`src/verilog/la32_decode_pkg.sv`:
```
/* Types and codes shared by the LA32R decode stage.
   The meaning of op_t depends on the class (ALU op, branch condition or memory access).
   CSR, TLB, cache and atomic encodings have no codes here and decode as invalid. */
`default_nettype none

package la32_decode_pkg;

    //////////////////////////////////////////////////
    // widths that carry a meaning
    //////////////////////////////////////////////////
    typedef logic [31:0] inst_t;
    typedef logic [31:0] addr_t;
    typedef logic [4:0]  reg_idx_t;
    typedef logic [31:0] imm_t;
    typedef logic [4:0]  itype_t;
    typedef logic [3:0]  op_t;
    typedef logic [6:0]  exc_t;
    typedef logic [1:0]  src1_t;
    typedef logic [1:0]  src2_t;

    //////////////////////////////////////////////////
    // class bit positions in itype_t
    //////////////////////////////////////////////////
    // all zero means nop, syscall/break or invalid
    localparam int ITYPE_ALU = 0;
    localparam int ITYPE_MEM = 1;
    localparam int ITYPE_BR  = 2;
    localparam int ITYPE_MUL = 3;
    localparam int ITYPE_DIV = 4;

    //////////////////////////////////////////////////
    // ALU operation codes
    //////////////////////////////////////////////////
    // same as inst[18:15] of the three-register group
    localparam op_t ALU_ADD  = 4'b0000;
    localparam op_t ALU_SUB  = 4'b0010;
    localparam op_t ALU_SLT  = 4'b0100;
    localparam op_t ALU_SLTU = 4'b0101;
    localparam op_t ALU_NOR  = 4'b1000;
    localparam op_t ALU_AND  = 4'b1001;
    localparam op_t ALU_OR   = 4'b1010;
    localparam op_t ALU_XOR  = 4'b1011;
    localparam op_t ALU_SLL  = 4'b1110;
    localparam op_t ALU_SRL  = 4'b1111;
    // sra.w sits outside that group, so it takes a free slot
    localparam op_t ALU_SRA  = 4'b1100;

    // branch op is inst[29:26] as is
    // memory op is {0, store, size[1:0]}, with sign carried separately

    //////////////////////////////////////////////////
    // operand sources
    //////////////////////////////////////////////////
    localparam src1_t SRC1_RF   = 2'd0;
    localparam src1_t SRC1_PC   = 2'd1;
    localparam src1_t SRC1_ZERO = 2'd2;

    localparam src2_t SRC2_RF   = 2'd0;
    localparam src2_t SRC2_IMM  = 2'd1;

    // andi r0, r0, 0
    localparam inst_t INST_NOP = 32'h0340_0000;

endpackage

`default_nettype wire
```
`src/verilog/la32_decode_top.sv`:
```
/* LA32R decode stage with one cycle of latency.
   HOLD_ON_INVALID = 0 zeroes class and op of invalid words. */
`timescale 1ns/10ps
`default_nettype none

module la32_decode_top #(
    parameter bit HOLD_ON_INVALID = 1'b1
) (
    input  logic                      clk,
    input  logic                      rst,
    input  logic                      stall,
    input  logic                      flush,
    input  logic                      in_valid,
    input  la32_decode_pkg::inst_t    in_inst,
    input  la32_decode_pkg::addr_t    in_pc,
    input  la32_decode_pkg::addr_t    in_pc_next,
    input  la32_decode_pkg::exc_t     in_exc,
    input  la32_decode_pkg::addr_t    in_badv,
    output logic                      out_valid,
    output la32_decode_pkg::addr_t    out_pc,
    output la32_decode_pkg::addr_t    out_pc_next,
    output la32_decode_pkg::exc_t     out_exc,
    output la32_decode_pkg::addr_t    out_badv,
    output la32_decode_pkg::itype_t   out_itype,
    output la32_decode_pkg::op_t      out_op,
    output logic                      out_sign,
    output la32_decode_pkg::reg_idx_t out_rd,
    output la32_decode_pkg::reg_idx_t out_rj,
    output la32_decode_pkg::reg_idx_t out_rk,
    output la32_decode_pkg::imm_t     out_imm,
    output la32_decode_pkg::src1_t    out_src1,
    output la32_decode_pkg::src2_t    out_src2,
    output logic                      out_invalid,
    output logic                      out_syscall,
    output logic                      out_break
);
    import la32_decode_pkg::*;

    itype_t   itype;
    op_t      op;
    logic     sign;
    logic     is_syscall;
    logic     is_break;
    logic     op_invalid;
    reg_idx_t rd;
    reg_idx_t rj;
    reg_idx_t rk;
    imm_t     imm;
    src1_t    src1;
    src2_t    src2;

    //////////////////////////////////////////////////
    // both decoders see the same word
    //////////////////////////////////////////////////
    la32_op_decoder u_op_dec (
        .inst       (in_inst),
        .itype      (itype),
        .op         (op),
        .sign       (sign),
        .is_syscall (is_syscall),
        .is_break   (is_break),
        .op_invalid (op_invalid)
    );

    la32_operand_decoder u_opnd_dec (
        .inst (in_inst),
        .rd   (rd),
        .rj   (rj),
        .rk   (rk),
        .imm  (imm),
        .src1 (src1),
        .src2 (src2)
    );

    la32_uop_register #(
        .HOLD_ON_INVALID (HOLD_ON_INVALID)
    ) u_uop_reg (
        .clk         (clk),
        .rst         (rst),
        .stall       (stall),
        .flush       (flush),
        .in_valid    (in_valid),
        .in_pc       (in_pc),
        .in_pc_next  (in_pc_next),
        .in_exc      (in_exc),
        .in_badv     (in_badv),
        .itype       (itype),
        .op          (op),
        .sign        (sign),
        .is_syscall  (is_syscall),
        .is_break    (is_break),
        .op_invalid  (op_invalid),
        .rd          (rd),
        .rj          (rj),
        .rk          (rk),
        .imm         (imm),
        .src1        (src1),
        .src2        (src2),
        .out_valid   (out_valid),
        .out_pc      (out_pc),
        .out_pc_next (out_pc_next),
        .out_exc     (out_exc),
        .out_badv    (out_badv),
        .out_itype   (out_itype),
        .out_op      (out_op),
        .out_sign    (out_sign),
        .out_rd      (out_rd),
        .out_rj      (out_rj),
        .out_rk      (out_rk),
        .out_imm     (out_imm),
        .out_src1    (out_src1),
        .out_src2    (out_src2),
        .out_invalid (out_invalid),
        .out_syscall (out_syscall),
        .out_break   (out_break)
    );

endmodule

`default_nettype wire

```
`src/verilog/la32_uop_register.sv`:
```
/* Output register of the decode stage.
   flush beats stall, stall beats load; a cycle without in_valid leaves a bubble.
   A nonzero fetch exception clears the class and the invalid, syscall and break flags. */
`timescale 1ns/10ps
`default_nettype none

module la32_uop_register #(
    parameter bit HOLD_ON_INVALID = 1'b1
) (
    input  logic                      clk,
    input  logic                      rst,
    input  logic                      stall,
    input  logic                      flush,
    input  logic                      in_valid,
    input  la32_decode_pkg::addr_t    in_pc,
    input  la32_decode_pkg::addr_t    in_pc_next,
    input  la32_decode_pkg::exc_t     in_exc,
    input  la32_decode_pkg::addr_t    in_badv,
    input  la32_decode_pkg::itype_t   itype,
    input  la32_decode_pkg::op_t      op,
    input  logic                      sign,
    input  logic                      is_syscall,
    input  logic                      is_break,
    input  logic                      op_invalid,
    input  la32_decode_pkg::reg_idx_t rd,
    input  la32_decode_pkg::reg_idx_t rj,
    input  la32_decode_pkg::reg_idx_t rk,
    input  la32_decode_pkg::imm_t     imm,
    input  la32_decode_pkg::src1_t    src1,
    input  la32_decode_pkg::src2_t    src2,
    output logic                      out_valid,
    output la32_decode_pkg::addr_t    out_pc,
    output la32_decode_pkg::addr_t    out_pc_next,
    output la32_decode_pkg::exc_t     out_exc,
    output la32_decode_pkg::addr_t    out_badv,
    output la32_decode_pkg::itype_t   out_itype,
    output la32_decode_pkg::op_t      out_op,
    output logic                      out_sign,
    output la32_decode_pkg::reg_idx_t out_rd,
    output la32_decode_pkg::reg_idx_t out_rj,
    output la32_decode_pkg::reg_idx_t out_rk,
    output la32_decode_pkg::imm_t     out_imm,
    output la32_decode_pkg::src1_t    out_src1,
    output la32_decode_pkg::src2_t    out_src2,
    output logic                      out_invalid,
    output logic                      out_syscall,
    output logic                      out_break
);
    import la32_decode_pkg::*;

    wire take      = in_valid && !stall && !flush;
    // instruction from a faulting fetch is not trusted
    wire fetch_exc = in_exc != '0;
    wire drop_ops  = op_invalid && !HOLD_ON_INVALID;

    //////////////////////////////////////////////////
    // control state
    //////////////////////////////////////////////////
    always_ff @(posedge clk) begin
        if (rst) begin
            out_valid   <= 1'b0;
            out_invalid <= 1'b0;
            out_syscall <= 1'b0;
            out_break   <= 1'b0;
        end else if (flush) begin
            out_valid <= 1'b0;
        end else if (!stall) begin
            out_valid <= in_valid;
            if (in_valid) begin
                out_invalid <= op_invalid && !fetch_exc;
                out_syscall <= is_syscall && !fetch_exc;
                out_break   <= is_break && !fetch_exc;
            end
        end
    end

    // payload
    always_ff @(posedge clk) begin
        if (take) begin
            out_pc      <= in_pc;
            out_pc_next <= in_pc_next;
            out_exc     <= in_exc;
            out_badv    <= in_badv;
            out_itype   <= (fetch_exc || drop_ops) ? itype_t'('0) : itype;
            out_op      <= drop_ops ? op_t'('0) : op;
            out_sign    <= sign;
            out_rd      <= rd;
            out_rj      <= rj;
            out_rk      <= rk;
            out_imm     <= imm;
            out_src1    <= src1;
            out_src2    <= src2;
        end
    end

    no_syscall_and_break: assert property (
        @(posedge clk) disable iff (rst) !(out_syscall && out_break)
    ) else $error("uop register: syscall and break flagged together");

endmodule

`default_nettype wire

```
`src/verilog/la32_operand_decoder.sv`:
```
/* Register indices, immediate and operand sources from the instruction word alone.
   Stores and conditional branches read their data register through rk, with rd zero.
   Shift immediates use the i12 form, so the ALU takes only imm[4:0]. */
`timescale 1ns/10ps
`default_nettype none

module la32_operand_decoder (
    input  la32_decode_pkg::inst_t    inst,
    output la32_decode_pkg::reg_idx_t rd,
    output la32_decode_pkg::reg_idx_t rj,
    output la32_decode_pkg::reg_idx_t rk,
    output la32_decode_pkg::imm_t     imm,
    output la32_decode_pkg::src1_t    src1,
    output la32_decode_pkg::src2_t    src2
);
    import la32_decode_pkg::*;

    localparam reg_idx_t REG_RA = 5'd1;

    wire is_alu3     = inst[30:19] == 12'b0000_0000_0010;
    wire is_sra      = inst[30:15] == 16'b0000_0000_0011_0000;
    wire is_alu_imm  = inst[30:25] == 6'b000001;
    wire is_alu_sfti = (inst[30:20] == 11'b000_0000_0100) && (inst[17:15] == 3'b001);
    wire is_lui      = inst[30:25] == 6'b001010;
    wire is_pcadd    = inst[30:25] == 6'b001110;
    wire is_mem      = inst[30:26] == 5'b01010;
    wire is_st       = is_mem && inst[24];
    wire is_muldiv   = (inst[30:18] == 13'b0_0000_0000_0111) ||
                       (inst[30:17] == 14'b00_0000_0001_0000);
    wire is_jirl     = inst[30:26] == 5'b10011;
    wire is_b        = inst[30:26] == 5'b10100;
    wire is_bl       = inst[30:26] == 5'b10101;
    // beq up to bgeu
    wire is_bcc      = inst[30] && (inst[29:26] >= 4'd6) && (inst[29:26] <= 4'd11);

    //////////////////////////////////////////////////
    // register indices
    //////////////////////////////////////////////////
    always_comb begin
        if (is_st || is_bcc || is_b) begin
            rd = '0;
        end else if (is_bl) begin
            rd = REG_RA;
        end else begin
            rd = inst[4:0];
        end
    end

    assign rj = (is_b || is_bl || is_lui || is_pcadd) ? '0 : inst[9:5];

    assign rk = (is_alu3 || is_sra || is_muldiv) ? inst[14:10] :
                (is_st || is_bcc)                ? inst[4:0]   : '0;

    //////////////////////////////////////////////////
    // immediate
    //////////////////////////////////////////////////
    // andi/ori/xori have inst[24] set, slti/sltui/addi clear
    always_comb begin
        if ((is_alu_imm && !inst[24]) || is_alu_sfti || is_mem) begin
            imm = {{20{inst[21]}}, inst[21:10]};
        end else if (is_alu_imm) begin
            imm = {20'b0, inst[21:10]};
        end else if (is_bcc || is_jirl) begin
            imm = {{16{inst[25]}}, inst[25:10]};
        end else if (is_b || is_bl) begin
            imm = {{6{inst[9]}}, inst[9:0], inst[25:10]};
        end else if (is_lui || is_pcadd) begin
            imm = {inst[24:5], 12'b0};
        end else begin
            imm = '0;
        end
    end

    //////////////////////////////////////////////////
    // operand sources
    //////////////////////////////////////////////////
    assign src1 = is_lui   ? SRC1_ZERO :
                  is_pcadd ? SRC1_PC   : SRC1_RF;

    // memory address adds imm in its own unit
    assign src2 = (is_alu_imm || is_alu_sfti || is_lui || is_pcadd) ? SRC2_IMM : SRC2_RF;

endmodule

`default_nettype wire

```
`src/verilog/la32_op_decoder.sv`:
```
/* Combinational class and operation decode for LA32R.
   Invalid subcodes keep their class here; the uop register decides whether to clear it.
   Only the nop word gives an all-zero class for a valid instruction besides syscall/break. */
`timescale 1ns/10ps
`default_nettype none

module la32_op_decoder (
    input  la32_decode_pkg::inst_t  inst,
    output la32_decode_pkg::itype_t itype,
    output la32_decode_pkg::op_t    op,
    output logic                    sign,
    output logic                    is_syscall,
    output logic                    is_break,
    output logic                    op_invalid
);
    import la32_decode_pkg::*;

    //////////////////////////////////////////////////
    // opcode families
    //////////////////////////////////////////////////
    wire is_alu3     = inst[30:19] == 12'b0000_0000_0010;
    wire is_sra      = inst[30:15] == 16'b0000_0000_0011_0000;
    wire is_alu_imm  = inst[30:25] == 6'b000001;
    wire is_alu_sfti = (inst[30:20] == 11'b000_0000_0100) && (inst[17:15] == 3'b001);
    wire is_lui      = inst[30:25] == 6'b001010;
    wire is_pcadd    = inst[30:25] == 6'b001110;
    wire is_mem      = inst[30:26] == 5'b01010;
    wire is_br       = inst[30];
    wire is_mul      = inst[30:17] == 14'b00_0000_0000_1110;
    wire is_div      = inst[30:17] == 14'b00_0000_0001_0000;
    // syscall has inst[16] set, break has it clear
    wire is_ecall    = (inst[30:17] == 14'b00_0000_0001_0101) && !inst[15];

    itype_t cls;
    logic   sub_bad;

    assign cls[ITYPE_ALU] = is_alu3 | is_sra | is_alu_imm | is_alu_sfti | is_lui | is_pcadd;
    assign cls[ITYPE_MEM] = is_mem;
    assign cls[ITYPE_BR]  = is_br;
    assign cls[ITYPE_MUL] = is_mul;
    assign cls[ITYPE_DIV] = is_div;

    //////////////////////////////////////////////////
    // operation field and subcode check
    //////////////////////////////////////////////////
    always_comb begin
        op      = ALU_ADD;
        sub_bad = 1'b0;
        if (is_alu3) begin
            case (inst[18:15])
                ALU_ADD, ALU_SUB, ALU_SLT, ALU_SLTU,
                ALU_NOR, ALU_AND, ALU_OR, ALU_XOR,
                ALU_SLL, ALU_SRL: op = inst[18:15];
                // add.d, sub.d, maskeqz and friends
                default: sub_bad = 1'b1;
            endcase
        end else if (is_sra) begin
            op = ALU_SRA;
        end else if (is_alu_imm) begin
            case (inst[24:22])
                3'b000:  op = ALU_SLT;
                3'b001:  op = ALU_SLTU;
                3'b010:  op = ALU_ADD;
                3'b101:  op = ALU_AND;
                3'b110:  op = ALU_OR;
                3'b111:  op = ALU_XOR;
                default: sub_bad = 1'b1;
            endcase
        end else if (is_alu_sfti) begin
            case (inst[19:18])
                2'b00:   op = ALU_SLL;
                2'b01:   op = ALU_SRL;
                2'b10:   op = ALU_SRA;
                default: sub_bad = 1'b1;
            endcase
        end else if (is_mem) begin
            op = {1'b0, inst[24], inst[23:22]};
            // no size 3, no unsigned store, no ld.wu
            sub_bad = (inst[23:22] == 2'b11) || (inst[25] && (inst[24] || inst[23]));
        end else if (is_br) begin
            op = inst[29:26];
            // jirl (0011) up to bgeu (1011)
            sub_bad = (inst[29:26] < 4'd3) || (inst[29:26] > 4'd11);
        end else if (is_mul) begin
            // op 1 is the high half
            op = {3'b000, inst[16] | inst[15]};
            sub_bad = inst[16] & inst[15];
        end else if (is_div) begin
            // op 1 is the remainder
            op = {3'b000, inst[15]};
        end
    end

    assign sign = ((is_mul | is_div) & ~inst[16]) | (is_mem & ~inst[25]);

    assign op_invalid = inst[31] | sub_bad | ((cls == '0) & ~is_ecall);
    assign is_syscall = is_ecall & inst[16] & ~inst[31];
    assign is_break   = is_ecall & ~inst[16] & ~inst[31];

    // nop gets its own all-zero class
    assign itype = (inst == INST_NOP) ? '0 : cls;

    always_comb begin
        itype_onehot: assert final ($onehot0(itype))
            else $error("op decoder: more than one class bit set");
    end

endmodule

`default_nettype wire

```
`config.mk`:
```
export PLATFORM = sky130hd
export DESIGN_NAME = la32_decode_top
export DESIGN_NICKNAME = d
export VERILOG_FILES = /design/src/verilog/la32_decode_pkg.sv /design/src/verilog/la32_decode_top.sv /design/src/verilog/la32_uop_register.sv /design/src/verilog/la32_operand_decoder.sv /design/src/verilog/la32_op_decoder.sv
export SDC_FILE = /design/constraint.sdc
export NUM_CORES = 1
export LEC_CHECK = 0
export BUFFER_PORTS_ARGS = -buffer_cell sky130_fd_sc_hd__buf_2
export CAP_MARGIN = 40
export CORE_ASPECT_RATIO = 1.4
export CORE_MARGIN = 4
export CORE_UTILIZATION = 45
export DETAILED_ROUTE_END_ITERATION = 10
export PLACE_DENSITY_LB_ADDON = 0.08
export SYNTH_ARGS = -nofsm -noshare
export SYNTH_HDL_FRONTEND = slang
export SYNTH_HIERARCHICAL = 1
export SYNTH_SLANG_ARGS = --single-unit
export TNS_END_PERCENT = 30
```
`constraint.sdc`:
```
create_clock -name clk -period 7.4 [get_ports clk]
set_input_delay 0.37 -clock clk [delete_from_list [all_inputs] [get_ports clk]]
set_output_delay 0.37 -clock clk [all_outputs]
set_load 0.02 [all_outputs]
```
==> results of run 1 <==
==> power by group <==
group | leakage [µW] | internal (µW) | switching [µW]
logic | 0.00168 | 81.9 | 155
clock network | 0.000279 | 450 | 398
registers | 0.00148 | 1090 | 11.1
total | 0.00343 | 1630 | 563
==> cell families (layout without fill, tap and decap cells) <==
| kind of cell | Yosys count | after routing | synth area share [%] |
|---|---|---|---|
| flops | 168 | 168 | 75.08 |
| simple gates | 124 | 124 | 12.67 |
| compound gates | 88 | 88 | 9.385 |
| buf+inv | 31 | 353 | 2.233 |
| mux | 3 | 3 | 0.4505 |
| other cells | 1 | 3 | 0.05625 |
| xor+xnor | 1 | 1 | 0.1314 |
==> per-stage QoR <==
stage	hold WS, ns	std cells	total power [µW]	worst slack [ns]
finish	0.1198	929	2190	5.410
global route	0.09884	929	2272	5.321
CTS	0.1059	927	2213	5.498
detailed placement	0.4633	895	1364	5.048
global placement	0.4550	892	1357	4.844
floorplan	0.4391	416	1251	2.329
==> state kept, by name (all words and copies together) (netlist names), 4 cells and up <==
| register | count |
|---|---|
| u_uop_reg/out_badv | 32 |
| u_uop_reg/out_rj | 5 |
| u_uop_reg/out_rk | 5 |
| u_uop_reg/out_imm | 32 |
| u_uop_reg/out_op | 4 |
| u_uop_reg/out_rd | 5 |
| u_uop_reg/out_itype | 5 |
| u_uop_reg/out_exc | 7 |
| u_uop_reg/out_pc_next | 32 |
| u_uop_reg/out_pc | 32 |
==> layout make-up <==
| class | instances | area share, % |
|---|---|---|
| multi-input combinational | 217 | 16.89 |
| inverter | 7 | 0.2925 |
| tap | 189 | 2.632 |
| antenna | 2 | 0.05571 |
| sequential | 168 | 55.71 |
| timing repair buffer | 314 | 17.91 |
| clock buffer | 17 | 4.735 |
| clock inverter | 15 | 1.769 |
==> worst reg2reg max path: cells and delay by family, from the launching register on <==
| family | cells | cell delay, ns |
|---|---|---|
| flops | 1 | 0.32 |
| mux | 1 | 0.16 |
| simple gates | 1 | 0.06 |
==> placed cells by master, fill, tap and decap left out, types with 3 or more instances in the layout <==
cell,netlist,final
buf_2,4,307
edfxtp_1,164,164
o21ai_0,22,22
clkbuf_16,0,17
nand2_1,15,15
nor2_1,15,15
a221oi_1,14,14
nor3b_1,12,12
nor2b_1,12,12
a21oi_1,9,9
nand4_1,8,8
nand2b_1,7,7
inv_1,7,7
nor4_1,6,6
buf_4,3,6
inv_8,0,5
nand3_1,5,5
and3_1,5,5
a22oi_1,5,5
a22o_1,5,5
nor3_1,4,4
nor4b_1,4,4
o31ai_1,4,4
dfxtp_1,4,4
clkinv_4,0,3
clkinv_8,0,3
nor3_2,3,3
nand3b_1,3,3
or4_4,3,3
a31oi_1,3,3
mux2i_1,3,3
a211oi_1,4,3
==> per-layer routing <==
| metal | track usage, % | vias to the layer above | part of all wire, % |
|---|---|---|---|
| met2 | 40.65 | 272 | 54 |
| met4 | 7.277 | 2 | 1.5 |
| li1 | - | 2291 | - |
| met5 | 0 | - | 0.067 |
| met1 | 25.79 | 2383 | 35 |
| met3 | 7.441 | 19 | 8.9 |
==> final timing paths <==
check	cells past startpoint	end
setup / recovery	5	u_uop_reg/out_imm[19]
hold / removal	1	u_uop_reg/out_pc_next[13]
setup reg to reg	2	u_uop_reg/out_valid
hold reg to reg	2	u_uop_reg/out_break
==> summary.txt, run 1 <==
Status
  • Status: finished clean

Layout
  • Syn-to-layout area delta: 34.76%
  • Final Util: 61.92%
  • Layout cells sized above 1: 50.27%
  • Nets: 865
  • Fillers: 1168
  • Post-route cell area: 8984 µm²
  • Total area of sequential cells: 5005 µm²
  • Area of the multi-input gates: 1518 µm²

Worst setup path
  • Critical R2R Launch: u_uop_reg/out_valid
  • Worst path slowest cell: a21oi_1
  • Critical-path cell list: buf_2, a21bo_2, a21oi_1, a221o_2, o21ai_0
  • Worst Setup Start Kind: input port
  • Worst Path Buf+Inv: 1
  • FF-to-FF setup slack: 6.76 ns
  • Max FO, Critical Path: 20
  • Critical Path Start: in_inst[30]
  • Crit path capture type: flop
  • CP peak stage delay: 0.55 ns
  • Crit path kind: input port to flop
  • Critical Path RT: 7.52 ns
  • Top delay family on crit path: compound AO/OA/AOI/OAI gates
  • WP data arrival: ~2.1 ns

Synth
  • Distinct cells, synth: 69
  • Largest cells by area after synthesis: edfxtp_1 74%, a221oi_1 1.8%, o21ai_0 1.7%
  • Yosys reg bits: 168
  • Synth Net Count: approximately 560
  • Sequential-to-total area share from yosys stat: between 70 and 80%
  • Synth Flop Type: edfxtp_1
  • Yosys top cell area share: 73.87%
  • Synth Instances: 416
  • Post-synth top area cell: edfxtp_1
  • Mapped Area: around 6700 µm²
  • Top post-synthesis cells by count: 164 x edfxtp_1, 22 x o21ai_0, 15 x nand2_1, 15 x nor2_1
  • Number of flops mapped to enable cells by yosys: between 150 and 200
  • Most frequent cell after synthesis: edfxtp_1
  • Syn. warnings: 6
  • Async SR Flop Fraction: 0%
  • Mapped Avg Cell Area: ~16 µm²

Worst hold path
  • Tightest Hold Check Type: input port to flop
  • Hold Startpoint: in_pc_next[13]

Routing
  • Vias: 4967
  • DRT Pass-1 Iters: 5
  • Drt via density: 5.347
  • Remaining antenna violation count after routing: 0
  • Initial drt markers: 485
  • Avg WL per Cell: ~21 µm
  • Routed WL: about 20000 µm
  • DR DRC count: 0

Power and ir drop
  • P_leak: 0.003434 µW
  • IR drop worst, VDD: 0.1389 mV
  • PwrDens: around 240 nW/µm²

Global route
  • Vias in the first global route: 4815
  • Grt ovf: 0
  • Overall routing resource usage: between 20 and 25%
  • First-pass GRT wire length: 29550 µm
  • Largest net degree at the start of global routing: 73
  • Initial antenna violation count: 3

Floorplanning
  • # rows: 52
  • Die W: 110.9 µm
  • Core area: approximately 15000 µm²
  • Die Span Y: 152.0 µm
  • Area of the die: 16850 µm²
  • Starting Density: 45.95%
  • IO Pins: 308

Flow run
  • Max_cap viols: 0

Timing
  • Slew @ Worst Pin: 0.9326 ns
  • Final worst-path cycle share: a little over a quarter
  • Relative slew slack: a little under two fifths
  • Final Max Tran Viols: 0
  • Tmin final: about 2.0 ns
  • Max Fclk: 502.5 MHz
  • RSZ-0062 raised after global routing: no
  • Setup Skew: 0 ns
  • Final setup fails: 0
  • Final hold vios: 0
  • Final setup TNS: 0 ns

Clock network
  • Longest Clk Path Bufs: 2
  • Root Buffer: clkbuf_16
  • CTS H-tree lvls: 4
  • Clock-pin slew on the worst setup and hold paths: 0.07 ns
  • Hold_buf cts: 0
  • CTS tree: yes
  • Num Clock Sinks: approximately 170
  • # Post-CTS Setup Buffers: 0
  • CTS Buf Count: 17
  • Cts repair resizes: 0
  • Clock latency on the worst-skew pair: 0.41 ns

Placement
  • Gpl congestion: ~0.93
  • Detailed Place HPWL: 14890 µm
  • Post-placement cell area: 8394 µm²
  • Port-buffer cells: approximately 310
(Power assumes the default switching activity.)
==> run 2, diff against run 1 <==
CORE_UTILIZATION = 42   (was 45)
clock period = 1.8 ns   (was 7.4 ns; I/O delays follow)
==> run 2 against run 1 <==
Effect of this change:
- clock power rose to 4.2 times the previous value
- via count rose by 13%
- critical path depth rose by 2
- clock skew did not move
- register-to-register slack got worse by 6.1 ns
- utilization rose by 4.3 points
- routed wire length rose by 13%
- critical path type unchanged
- cell area rose by 15%
- largest power group unchanged
- first-iteration DRC count fell by 15%
- largest cell class unchanged
- cell count rose by 16%
==> summary.txt, run 2 (synthesis gave the netlist of run 1 again) <==
Worst hold path
  • Worst hold stages: 2 (was 1)
  • Hold Crit Endpoint: u_uop_reg/out_rk[0] (was u_uop_reg/out_pc_next[13])
  • Tightest Hold Check Type: input port to flop (unchanged)
  • Hold Startpoint: in_inst[10] (was in_pc_next[13])

Timing
  • Setup Skew: 0 ns (unchanged)
  • Final setup fails: 0 (unchanged)
  • RSZ-0062 raised after global routing: no (unchanged)
  • Final hold vios: 0 (unchanged)
  • Final worst-path cycle share: 84.26%
  • Tmin final: 1.517 ns
  • Max Fclk: between 600 and 700 MHz
  • Relative slew slack: 39.67% (was 37.83%)
  • Slew @ Worst Pin: 0.9033 ns (was 0.9326 ns)
  • Post-route setup slack: 0.2832 ns (was 5.410 ns)
  • Final setup TNS: 0 ns (unchanged)
  • Final Max Tran Viols: 0 (unchanged)

Power and ir drop
  • P_leak: 0.004052 µW (was 0.003434 µW)
  • IR drop worst, VDD: 0.6848 mV (was 0.1389 mV)
  • Total power: 9333 µW (was 2190 µW)
  • PwrDens: 903.3 nW/µm² (was 243.8 nW/µm²)

Worst setup path
  • WP data arrival: 1.69 ns (was 2.11 ns)
  • Worst Setup Start Kind: input port (unchanged)
  • Max FO, Critical Path: 11 (was 20)
  • Critical R2R Capture: u_uop_reg/out_valid (unchanged)
  • Crit path kind: input port to flop (unchanged)
  • Crit path capture type: flop (unchanged)
  • Critical R2R Launch: u_uop_reg/out_valid (unchanged)
  • FF-to-FF setup slack: 0.65 ns (was 6.76 ns)
  • Reg2Reg Depth: 3 (was 2)
  • Critical Path RT: 1.97 ns (was 7.52 ns)

Clock network
  • Clock-pin slew on the worst setup and hold paths: 0.07 ns (about the same)
  • Clock latency on the worst-skew pair: 0.41 ns (about the same)
  • Root Buffer: clkbuf_16 (unchanged)
  • # Post-CTS Setup Buffers: 0 (unchanged)
  • Cts repair resizes: 0 (unchanged)
  • CTS Buf Count: 17 (unchanged)
  • Num Clock Sinks: 168 (unchanged)
  • CTS H-tree lvls: 4 (unchanged)
  • Longest Clk Path Bufs: 2 (unchanged)
  • CTS tree: yes (unchanged)
  • Hold_buf cts: 106 (was 0)

Layout
  • Nets: 1005 (was 865)
  • Commonest non-fill, non-tap cell in the layout: buf_2 (unchanged)
  • Area of the multi-input gates: 1518 µm² (unchanged)
  • Non-Filler Instances: 1074 (was 929)
  • Antenna diodes: 0 (was 2)
  • Commonest cells after routing, fill and taps aside: 307 x buf_2, 164 x edfxtp_1, 106 x dlygate4sd3_1 (was 307 x buf_2, 164 x edfxtp_1, 22 x o21ai_0)
  • Total area of sequential cells: 5005 µm² (unchanged)
  • Fillers: 1154 (was 1168)
  • Syn-to-layout area delta: 54.99% (was 34.76%)
  • Layout cells sized above 1: 46.13% (was 50.27%)

Floorplanning
  • Die W: 114.5 µm (was 110.9 µm)
  • # rows: 54 (was 52)
  • IO Pins: 308 (unchanged)
  • Starting Density: 42.71% (was 45.95%)
  • Core area: 15610 µm² (was 14510 µm²)
  • Area of the die: 17980 µm² (was 16850 µm²)
  • Die Span Y: 157.1 µm (was 152.0 µm)

Placement
  • Gpl congestion: 0.9368 (was 0.9292)
  • Placed cells: 936 (was 895)
  • Port-buffer cells: 307 (unchanged)
  • Detailed Place HPWL: 15700 µm (was 14890 µm)
  • Dpl ws: -0.09333 ns (was 5.048 ns)

Routing
  • Initial drt markers: 414 (was 485)
  • Drt via density: 5.215 (was 5.347)
  • Routed WL: 22150 µm (was 19540 µm)
  • Remaining antenna violation count after routing: 0 (unchanged)
  • Avg WL per Cell: 20.62 µm (was 21.04 µm)
  • DRT Pass-1 Iters: 5 (unchanged)
  • DR DRC count: 0 (unchanged)
  • Vias: 5601 (was 4967)

Global route
  • Largest net degree at the start of global routing: 99 (was 73)
  • First-pass GRT wire length: 32440 µm (was 29550 µm)
  • Overall routing resource usage: 23.94% (was 22.80%)
  • Vias in the first global route: 5832 (was 4815)
  • Initial antenna violation count: 0 (was 3)
  • Grt ovf: 0 (unchanged)

Flow run
  • Max_cap viols: 0 (unchanged)

Status
  • Status: finished clean (unchanged)
==> run 2: area by class of cell <==
type                    count  area share (%)
clock buffers              17           4.117
inverters                   7          0.2543
well taps                 196           2.373
repair buffers            454           28.60
flip-flops and latches    168           48.44
clock inverters            15           1.526
multi-input cells         217           14.69
==> run 2: through the flow <==
stage / cell area, µm² / hold slack, ns / utilization (%)
after CTS: 10330 / 0.005597 / 66.20
after floorplan: 6666 / 0.1591 / -
final: 10330 / 0.02715 / 66.20
after global routing: 10330 / 0.01795 / 66.20
after global placement: 8688 / 0.2664 / 55.67
after detailed placement: 8688 / 0.2683 / 55.67
==> run 2: critical path: stages <==
cell	delay [ns]
buf_2	0.10
buf_4	0.17
nor4b_1	0.50
nand4_1	0.14
nor4_1	0.35
a21oi_1	0.12
and3_2	0.20
==> run 2: worst max-delay path by stage <==
stage | start | to | slack [ns] | cells after the start
2_1_floorplan | in_valid | u_uop_reg/out_badv[0] | -2.98 | 1
3_3_place_gp | in_inst[23] | u_uop_reg/out_itype[0] | -0.21 | 7
3_5_place_dp | in_inst[23] | u_uop_reg/out_itype[0] | -0.09 | 7
4_1_cts | flush | u_uop_reg/out_syscall | 0.28 | 6
5_1_grt | in_inst[23] | u_uop_reg/out_itype[0] | 0.19 | 7
6_report | in_inst[23] | u_uop_reg/out_itype[0] | 0.28 | 7
==> run 2: power breakdown <==
part / switching, µW / total, µW / internal (µW)
registers: 47.5 / 4550 / 4500
clock network: 1700 / 3550 / 1850
logic: 701 / 1230 / 532
==> run 2: metal layers <==
layer  track usage (%)  up-vias  wire length, µm
li1                  -     2569                -
met1             26.22     2724             7792
met2             43.63      267            11960
met3             6.615       41             1719
met4             9.055        0              677
met5                 0        -                0
